`src/logic/mapperPkg.sv`:
```
/*
 * Shared constants for the pixel colour stage: widths, state codes,
 * platform geometry, LFSR seeds and the palette.
 */
package mapperPkg;

    localparam int CoordWidth   = 10;
    localparam int PlatWidth    = 9;
    localparam int NumPlatforms = 16;
    localparam int NumCannons   = 3;

    // game state codes
    localparam logic [2:0] StateMenu    = 3'b000;
    localparam logic [2:0] StateLoading = 3'b001;
    localparam logic [2:0] StateGame    = 3'b010;
    localparam logic [2:0] StatePause   = 3'b011;
    localparam logic [2:0] StateRefresh = 3'b100;
    localparam logic [2:0] StateInit    = 3'b101;

    // ------------------------------------------------------------
    // platform geometry
    // ------------------------------------------------------------
    // index 0 is the top row
    localparam logic [NumPlatforms-1:0][PlatWidth-1:0] PlatRowY = {
        9'd475, 9'd450, 9'd420, 9'd390, 9'd360, 9'd330, 9'd300, 9'd270,
        9'd240, 9'd210, 9'd180, 9'd150, 9'd120, 9'd90, 9'd60, 9'd30
    };

    localparam logic [NumPlatforms-1:0][PlatWidth-1:0] LfsrSeeds = {
        9'h037, 9'h14E, 9'h091, 9'h1D6, 9'h068, 9'h12B, 9'h0E4, 9'h19F,
        9'h05A, 9'h171, 9'h0C2, 9'h1E9, 9'h03D, 9'h15C, 9'h0A7, 9'h1B3
    };

    localparam logic [PlatWidth-1:0] PlatXOffset = 9'd100;
    localparam logic [PlatWidth-1:0] OddBandLow  = 9'd201;
    localparam logic [PlatWidth-1:0] OddBandHigh = 9'd400;

    // half-width per difficulty, hard and the spare code share a size
    localparam logic [3:0][CoordWidth-1:0] PlatHalfX = {10'd8, 10'd8, 10'd16, 10'd32};
    localparam logic [CoordWidth-1:0]      PlatHalfY = 10'd4;

    // easy, medium, hard
    localparam logic [2:0][CoordWidth-1:0] MenuButtonX = {10'd430, 10'd330, 10'd230};
    localparam logic [CoordWidth-1:0]      MenuButtonY = 10'd200;

    localparam logic [5:0] CountdownBase = 6'd37;

    // ------------------------------------------------------------
    // palette, 24-bit RGB
    // ------------------------------------------------------------
    localparam logic [23:0] ColDoodle     = 24'hA5A525;
    localparam logic [23:0] ColEasy       = 24'h0000FF;
    localparam logic [23:0] ColMedium     = 24'h00FF00;
    localparam logic [23:0] ColHard       = 24'hFF0000;
    localparam logic [23:0] ColPlatform   = 24'h66DD11;
    localparam logic [23:0] ColBackground = 24'hEDE2D4;
    localparam logic [NumCannons-1:0][23:0] ColCannon = {
        24'hFF6666, 24'hFF3333, 24'hFF0000
    };

endpackage

```
`src/logic/platformLfsr.sv`:
```
/*
 * 9-bit Fibonacci LFSR, taps at bits 9 and 5, free running
 * from a per-instance seed.
 */
module platformLfsr #(
    parameter logic [mapperPkg::PlatWidth-1:0] Seed = 9'h001
)
(
    input  logic                              Clk,
    input  logic                              loadplat,
    output logic [mapperPkg::PlatWidth-1:0]   value
);

    logic feedback;

    // taps 9 and 5 in one-based numbering
    assign feedback = value[8] ^ value[4];

    always_ff @(posedge Clk or posedge loadplat)
    begin
        if (loadplat)
        begin
            value <= Seed;
        end
        else
        begin
            value <= {value[7:0], feedback};
        end
    end

endmodule

```
`src/logic/platformPlacer.sv`:
```
/*
 * Platform placer: random X capture from the LFSR bank, layout load
 * and per-frame upward scrolling of all platform rows.
 */
module platformPlacer (
    input  logic                                                       Clk,
    input  logic                                                       loadplat,
    input  logic                                                       frameTick,
    input  logic [2:0]                                                 gameState,
    input  logic [8:0]                                                 scrollY,
    output logic [mapperPkg::NumPlatforms-1:0][mapperPkg::PlatWidth-1:0] platX,
    output logic [mapperPkg::NumPlatforms-1:0][mapperPkg::PlatWidth-1:0] platY
);

    import mapperPkg::*;

    logic [PlatWidth-1:0] rawX   [NumPlatforms];
    logic [PlatWidth-1:0] readyX [NumPlatforms];

    // load-time shift, values past the odd band stay put
    function automatic logic [PlatWidth-1:0] placeX(input logic [PlatWidth-1:0] ready);
        if (ready <= OddBandHigh)
            return ready + PlatXOffset;
        return ready;
    endfunction

    // ------------------------------------------------------------
    // random sources
    // ------------------------------------------------------------
    for (genvar i = 0; i < NumPlatforms; i++)
    begin : gLfsr
        platformLfsr #(
            .Seed(LfsrSeeds[i])
        ) uLfsr (
            .Clk(Clk),
            .loadplat(loadplat),
            .value(rawX[i])
        );
    end

    // even slots take any nonzero low byte, odd slots only the band
    always_ff @(posedge Clk or posedge loadplat)
    begin
        if (loadplat)
        begin
            for (int i = 0; i < NumPlatforms; i++)
            begin
                readyX[i] <= '0;
            end
        end
        else
        begin
            for (int i = 0; i < NumPlatforms; i++)
            begin
                if (i % 2 == 0)
                begin
                    if (rawX[i] != '0)
                        readyX[i] <= {1'b0, rawX[i][7:0]};
                end
                else if (rawX[i] >= OddBandLow && rawX[i] <= OddBandHigh)
                begin
                    readyX[i] <= rawX[i];
                end
            end
        end
    end

    // ------------------------------------------------------------
    // layout load, menu clear and scroll, once per frame
    // ------------------------------------------------------------
    always_ff @(posedge Clk or posedge loadplat)
    begin
        if (loadplat)
        begin
            platX <= '0;
            platY <= '0;
        end
        else if (frameTick)
        begin
            if (gameState == StateLoading)
            begin
                platY <= PlatRowY;
                for (int i = 0; i < NumPlatforms; i++)
                begin
                    platX[i] <= placeX(readyX[i]);
                end
            end
            else if (gameState == StateMenu)
            begin
                platY <= '0;
            end
            else
            begin
                // 9-bit wrap gives the modulo 512
                for (int i = 0; i < NumPlatforms; i++)
                begin
                    platY[i] <= platY[i] - scrollY;
                end
            end
        end
    end

    loadSetsRows: assert property (@(posedge Clk) disable iff (loadplat)
        (frameTick && gameState == StateLoading) |=> (platY == PlatRowY));

endmodule

```
`src/logic/refreshTimer.sv`:
```
/*
 * Refresh timer: counts frame ticks in the refresh state and raises
 * trigger once the airtime-dependent countdown has run out.
 */
module refreshTimer (
    input  logic       Clk,
    input  logic       loadplat,
    input  logic       frameTick,
    input  logic [2:0] gameState,
    input  logic [5:0] airtime,
    output logic       trigger
);

    import mapperPkg::*;

    logic       inRefresh;
    logic       inPause;
    logic [5:0] count;

    // state decode
    assign inRefresh = (gameState == StateRefresh);
    assign inPause   = (gameState == StatePause);

    // ------------------------------------------------------------
    // countdown and trigger, advanced by frame ticks only
    // ------------------------------------------------------------
    always_ff @(posedge Clk or posedge loadplat)
    begin
        if (loadplat)
        begin
            count   <= CountdownBase;
            trigger <= 1'b0;
        end
        else if (frameTick)
        begin
            if (inRefresh)
            begin
                // trigger follows the count seen before this tick
                trigger <= (count == '0);
                if (count != '0)
                    count <= count - 6'd1;
            end
            else if (!inPause)
            begin
                count   <= CountdownBase - airtime;
                trigger <= 1'b0;
            end
        end
    end

    // pause holds both count and trigger

    triggerOnlyInRefresh: assert property (@(posedge Clk) disable iff (loadplat)
        $rose(trigger) |-> $past(frameTick && gameState == StateRefresh));

endmodule

```
`src/logic/spriteLayer.sv`:
```
/*
 * Sprite layer: box hit tests for doodle, menu buttons, platforms and
 * cannons, then the priority pick, registered one clock later.
 */
module spriteLayer (
    input  logic                                                         Clk,
    input  logic                                                         loadplat,
    input  logic [2:0]                                                   gameState,
    input  logic [1:0]                                                   difficulty,
    input  logic [mapperPkg::CoordWidth-1:0]                             drawX,
    input  logic [mapperPkg::CoordWidth-1:0]                             drawY,
    input  logic [mapperPkg::CoordWidth-1:0]                             doodleX,
    input  logic [mapperPkg::CoordWidth-1:0]                             doodleY,
    input  logic [mapperPkg::CoordWidth-1:0]                             doodleSize,
    input  logic [mapperPkg::NumCannons-1:0][mapperPkg::CoordWidth-1:0]  cannonX,
    input  logic [mapperPkg::NumCannons-1:0][mapperPkg::CoordWidth-1:0]  cannonY,
    input  logic [mapperPkg::CoordWidth-1:0]                             cannonSize,
    input  logic [mapperPkg::NumPlatforms-1:0][mapperPkg::PlatWidth-1:0] platX,
    input  logic [mapperPkg::NumPlatforms-1:0][mapperPkg::PlatWidth-1:0] platY,
    output logic [7:0]                                                   red,
    output logic [7:0]                                                   green,
    output logic [7:0]                                                   blue
);

    import mapperPkg::*;

    logic [CoordWidth-1:0] halfX;
    logic                  inMenu;
    logic                  doodleHit;
    logic                  platHit;
    logic [2:0]            buttonHit;
    logic [NumCannons-1:0] cannonHit;
    logic [23:0]           pixelColour;

    // box test with 10-bit wrapping edges
    function automatic logic inBox(
        input logic [CoordWidth-1:0] px,
        input logic [CoordWidth-1:0] py,
        input logic [CoordWidth-1:0] cx,
        input logic [CoordWidth-1:0] cy,
        input logic [CoordWidth-1:0] hx,
        input logic [CoordWidth-1:0] hy
    );
        logic [CoordWidth-1:0] left;
        logic [CoordWidth-1:0] right;
        logic [CoordWidth-1:0] top;
        logic [CoordWidth-1:0] bottom;
        left   = cx - hx;
        right  = cx + hx;
        top    = cy - hy;
        bottom = cy + hy;
        return (px >= left) && (px <= right) && (py >= top) && (py <= bottom);
    endfunction

    assign halfX  = PlatHalfX[difficulty];
    assign inMenu = (gameState == StateMenu);

    // ------------------------------------------------------------
    // hit tests
    // ------------------------------------------------------------
    assign doodleHit = inBox(drawX, drawY, doodleX, doodleY, doodleSize, doodleSize);

    always_comb
    begin
        platHit = 1'b0;
        for (int i = 0; i < NumPlatforms; i++)
        begin
            if (inBox(drawX, drawY, {1'b0, platX[i]}, {1'b0, platY[i]}, halfX, PlatHalfY))
                platHit = 1'b1;
        end
        for (int b = 0; b < 3; b++)
        begin
            buttonHit[b] = inMenu && inBox(drawX, drawY, MenuButtonX[b], MenuButtonY,
                                           halfX, PlatHalfY);
        end
        for (int c = 0; c < NumCannons; c++)
        begin
            cannonHit[c] = inBox(drawX, drawY, cannonX[c], cannonY[c], cannonSize, cannonSize);
        end
    end

    // ------------------------------------------------------------
    // priority, doodle on top
    // ------------------------------------------------------------
    always_comb
    begin
        if (doodleHit)
            pixelColour = ColDoodle;
        else if (buttonHit[0])
            pixelColour = ColEasy;
        else if (buttonHit[1])
            pixelColour = ColMedium;
        else if (buttonHit[2])
            pixelColour = ColHard;
        else if (platHit)
            pixelColour = ColPlatform;
        else if (cannonHit[0])
            pixelColour = ColCannon[0];
        else if (cannonHit[1])
            pixelColour = ColCannon[1];
        else if (cannonHit[2])
            pixelColour = ColCannon[2];
        else
            pixelColour = ColBackground;
    end

    always_ff @(posedge Clk or posedge loadplat)
    begin
        if (loadplat)
            {red, green, blue} <= '0;
        else
            {red, green, blue} <= pixelColour;
    end

    colourKnown: assert property (@(posedge Clk) disable iff (loadplat)
        !$isunknown({red, green, blue}));

endmodule

```
`src/logic/colorMapper.sv`:
```
/*
 * Colour mapper top: platform placer, refresh timer and sprite layer.
 */
module colorMapper (
    input  logic                                                         Clk,
    input  logic                                                         loadplat,
    input  logic                                                         frameTick,
    input  logic [2:0]                                                   gameState,
    input  logic [1:0]                                                   difficulty,
    input  logic [8:0]                                                   scrollY,
    input  logic [5:0]                                                   airtime,
    input  logic [mapperPkg::CoordWidth-1:0]                             doodleX,
    input  logic [mapperPkg::CoordWidth-1:0]                             doodleY,
    input  logic [mapperPkg::CoordWidth-1:0]                             doodleSize,
    input  logic [mapperPkg::NumCannons-1:0][mapperPkg::CoordWidth-1:0]  cannonX,
    input  logic [mapperPkg::NumCannons-1:0][mapperPkg::CoordWidth-1:0]  cannonY,
    input  logic [mapperPkg::CoordWidth-1:0]                             cannonSize,
    input  logic [mapperPkg::CoordWidth-1:0]                             drawX,
    input  logic [mapperPkg::CoordWidth-1:0]                             drawY,
    output logic [7:0]                                                   red,
    output logic [7:0]                                                   green,
    output logic [7:0]                                                   blue,
    output logic                                                         trigger,
    output logic [mapperPkg::NumPlatforms-1:0][mapperPkg::PlatWidth-1:0] platX,
    output logic [mapperPkg::NumPlatforms-1:0][mapperPkg::PlatWidth-1:0] platY
);

    platformPlacer uPlacer (
        .Clk(Clk),
        .loadplat(loadplat),
        .frameTick(frameTick),
        .gameState(gameState),
        .scrollY(scrollY),
        .platX(platX),
        .platY(platY)
    );

    refreshTimer uTimer (
        .Clk(Clk),
        .loadplat(loadplat),
        .frameTick(frameTick),
        .gameState(gameState),
        .airtime(airtime),
        .trigger(trigger)
    );

    // platform positions also feed the pixel tests
    spriteLayer uSprites (
        .Clk(Clk),
        .loadplat(loadplat),
        .gameState(gameState),
        .difficulty(difficulty),
        .drawX(drawX),
        .drawY(drawY),
        .doodleX(doodleX),
        .doodleY(doodleY),
        .doodleSize(doodleSize),
        .cannonX(cannonX),
        .cannonY(cannonY),
        .cannonSize(cannonSize),
        .platX(platX),
        .platY(platY),
        .red(red),
        .green(green),
        .blue(blue)
    );

endmodule

```
`config.mk`:
```
export PLATFORM = sky130hd
export DESIGN_NAME = colorMapper
export DESIGN_NICKNAME = d
export VERILOG_FILES = /design/src/logic/mapperPkg.sv /design/src/logic/platformLfsr.sv /design/src/logic/platformPlacer.sv /design/src/logic/refreshTimer.sv /design/src/logic/spriteLayer.sv /design/src/logic/colorMapper.sv
export SDC_FILE = /design/constraint.sdc
export NUM_CORES = 2
export LEC_CHECK = 0
export ABC_CLOCK_PERIOD_IN_PS = 18650
export BUFFER_PORTS_ARGS = -buffer_cell sky130_fd_sc_hd__buf_2
export CORE_ASPECT_RATIO = 1.75
export CORE_MARGIN = 1
export CORE_UTILIZATION = 55
export DETAILED_ROUTE_END_ITERATION = 10
export PLACE_DENSITY = 0.76
export SLEW_MARGIN = 20
export SYNTH_ARGS = -nofsm -noshare
export SYNTH_HDL_FRONTEND = slang
export SYNTH_SLANG_ARGS = --single-unit
export TNS_END_PERCENT = 1
```
`constraint.sdc`:
```
create_clock -name Clk -period 18.65 [get_ports Clk]
set_clock_uncertainty 0.15 [all_clocks]
set_input_delay 2.7975 -clock Clk [delete_from_list [all_inputs] [get_ports Clk]]
set_output_delay 2.7975 -clock Clk [all_outputs]
set_load 0.01 [all_outputs]
```
==> summary.md <==
| Metric | Value |
|---|---|
| EDFF count, synth | 0 |
| Seq/Total Area, Yosys | 0.264 |
| CP endpoint kind | flop |
| Bufs on Longest Clock Path | 3 |
| Min-Delay Path Class | flop to flop |
| Post-synth top flop | dfrtp_1 |
| Final setup vio count | 0 |
| Vias in the first global route | 50702 |
| Post-synth top cells | 1146 x ha_1, 517 x dfrtp_1, 462 x nand2_1, 454 x inv_1, 391 x nor2_1 |
| Ports | 456 |
| Net Count, Synth | 7682 |
| CTS Hold Bufs | 0 |
| Core region area | 102000 µm² |
| Pin count of the biggest net entering global routing | 156 |
| Final hold violation count | 0 |
| Post-DRT Antenna Nets | 0 |
| Layout area overhead | 9.87% |
| Measured slew at the worst slew-check pin | 1.22 ns |
| Final net count | 8050 |
| Ranking of synthesized cells by area | ha_1 25%, dfrtp_1 23%, xnor2_1 5.6% |
| Crit start category | input port |
| Most frequent cell after synthesis | ha_1 |
| LEAKAGE | 31.1 nW |
| First-pass GRT wire length | 274000 µm |
| Port Buffers | 455 |
| Worst-path clk slew | 0.07 ns |
| Row count | 155 |
| Final GP Congestion | 0.945 |
| Worst setup path class | input port to flop |
| CTS tree | built |
| Drt first pass iters | 5 |
| Crit-path slowest cell | or4_1 |
| Crit-path max FO | 13 |
| Worst EP arrival | 7.96 ns |
| H-Tree Depth | 2 |
| Chip Height | 428 µm |
| Largest vdd supply drop | 0.0843 mV |
| Warnings, synthesis | 0 |
| Final max-slew violation count | 0 |
| Number of fill cells in the layout | 8837 |
| Multi-input gate area | 39500 µm² |
| Gr ovfl total | 0 |
| Max Cap Viol | 0 |
| Rel. slew slack | 0.187 |
| RSZ-0062 raised after global routing | false |
| Horiz. Die Dim | 245 µm |
| Mapped cell area | 57000 µm² |
| Maximum clock rate | 132 MHz |
| Critical Path Max Stage Delay | 0.51 ns |
| Drt first-iter violations | 2911 |
| TritonCTS Buffers | 57 |
| Top Layer Used | met5 |
| Crit-path cells | buf_2 -> inv_1 -> ha_1 -> nor2b_1 -> o21ai_0 -> a21oi_1 -> o21ai_0 -> nand2b_1 -> a21oi_1 -> o21bai_1 -> or4_1 -> and3_1 -> ha_1 -> or4_1 -> a211oi_1 -> a211o_1 -> nor4b_1 -> buf_4 -> nor3_1 -> and4bb_1 -> o31ai_1 |
| Vias/cell | 6.17 |
| Root Driver | clkbuf_16 |
| Routed met1 length | 65900 µm |
| Final period util | 0.406 |
| DP HPWL | 131000 µm |
| Setup bufs post-CTS | 0 |
| Post-synth cell types | 95 |
| # clock sinks | 597 |
| Seq cells post-synth | 597 |
| DIE AREA | 105000 µm² |
| Post-Syn Area per Cell | 8.98 µm² |
| Tmin final | 7.56 ns |
| DR WL/cell | 21.8 µm |
| Met3 Wirelength | 13200 µm |
| Initial Util | 0.556 |
| Cell taking the most area after synthesis | ha_1 |
| Drt total wl | 176000 µm |
| Post-CTS sizing | 0 |
| DR vias | 49962 |
| Mapped Cells | 6345 |
| Clk_lat worst skew | 0.66 ns |
| Pwr/cell area | 107 nW/µm² |
| Remaining DRCs | 0 |
| Placed cells | 7988 |
| Non-Filler Instances | 8099 |
| Initial antenna violation count | 4 |
| Metal2 WL | 84400 µm |
| TNS Setup | 0 ns |
| Status | finished clean |
| Power Total | 6.67 mW |
| Register area | 15000 µm² |
| FFs w/ async S/R, synth | 1.00 |
| Share of post-route cells with drive strength above 1 | 0.120 |
| Total track usage | 0.334 |
| Critical path required time | 19.05 ns |
| Post-synth top area share | 0.252 |
==> worst paths after layout <==
check	slack, ns	cells after the start	start	end
setup / recovery	11.09	21	cannonSize[1]	uSprites.blue[0]
hold / removal	0.22	0	uPlacer.gLfsr[4].uLfsr.value[6]	uPlacer.gLfsr[4].uLfsr.value[7]
setup reg to reg	14.06	13	uPlacer.platY[47]	uSprites.green[7]
hold reg to reg	0.22	0	uPlacer.gLfsr[4].uLfsr.value[6]	uPlacer.gLfsr[4].uLfsr.value[7]
max in group asynchronous	13.30	5	loadplat	uSprites.blue[1]
min in group asynchronous	2.08	2	loadplat	uPlacer.platX[82]
==> stage by stage <==
stage	cell area, µm²	setup WS (ns)	hold WS, ns	utilization
5_1_grt	62600	10.67	0.225	0.611
3_3_place_gp	60600	10.65	0.214	0.592
6_report	62600	11.09	0.221	0.611
3_5_place_dp	60600	10.49	0.214	0.592
4_1_cts	62600	11.17	0.221	0.611
2_1_floorplan	57000	7.63	0.207	-
==> layer usage <==
layer	track usage	vias up
li1	-	23467
met1	0.377	24236
met2	0.577	1656
met3	0.0564	599
met4	0.219	4
met5	0	-
==> state kept, by name, indices dropped and copies added (netlist names) <==
signal,cells
uPlacer.gLfsr.uLfsr.value,144
uPlacer.platX,144
uPlacer.platY,144
uPlacer.readyX,136
uSprites.blue,8
uSprites.green,8
uSprites.red,6
uTimer.count,6
uTimer.trigger,1
==> worst max-delay path: cells and delay by family <==
family | cells | cell delay (ns)
AOI/OAI and AO/OA | 8 | 1.40
adders and majority gates | 2 | 0.62
buffers and inverters | 3 | 1.02
and+or+nand+nor | 8 | 2.10
==> cell families after synthesis <==
kind of cell             after synthesis  synth area share
adder cells (fa/ha/maj)             1194             0.269
AND/OR/NAND/NOR                     1608             0.137
other                                  2          0.000132
flip-flops                           597             0.264
XOR/XNOR                             594            0.0913
AO/OA/AOI/OAI                       1628             0.183
multiplexers                          65            0.0128
buffers and inverters                657            0.0435
==> final cells by class <==
class	instances	area share
Antenna cell	5	0.000200
Clock buffer	90	0.0280
Clock inverter	16	0.00336
Inverter	455	0.0273
Multi-Input combinational cell	5091	0.631
Sequential cell	597	0.240
Tap cell	1334	0.0267
Timing Repair Buffer	511	0.0433
==> report_power, final <==
group          switching [mW]  total [mW]  internal [mW]  leakage [nW]
combinational            1.96        3.51           1.55          22.6
sequential              0.438        1.92           1.48          7.52
clock                   0.538        1.24          0.699         0.960
total                    2.94        6.67           3.73          31.1
==> layout by cell type (no fill, tap or decap), types with 13 or more instances in the layout <==
master,count
o22ai_1,78
buf_2,454
clkbuf_16,57
a22oi_1,20
a211o_1,26
or3_1,25
fa_1,48
a31oi_1,56
clkbuf_8,20
nor2_1,390
inv_1,451
clkbuf_1,13
and3_1,36
a21o_1,203
nand4_1,100
nand2b_1,86
o21ai_0,358
o21bai_1,98
nor3b_1,26
ha_1,1146
mux2_2,64
a21boi_0,17
o211ai_1,23
a21oi_1,387
nor4_1,54
dfstp_2,80
dfrtp_1,517
xnor2_1,363
buf_4,56
o21ai_1,32
nor3_1,123
nand3_1,144
o21a_1,69
xor2_1,231
or2_2,14
nand2_1,460
nor2b_1,73
a211oi_1,103
a2111oi_0,28
or4_1,17
Note: power is estimated with default switching activity, not from simulation.
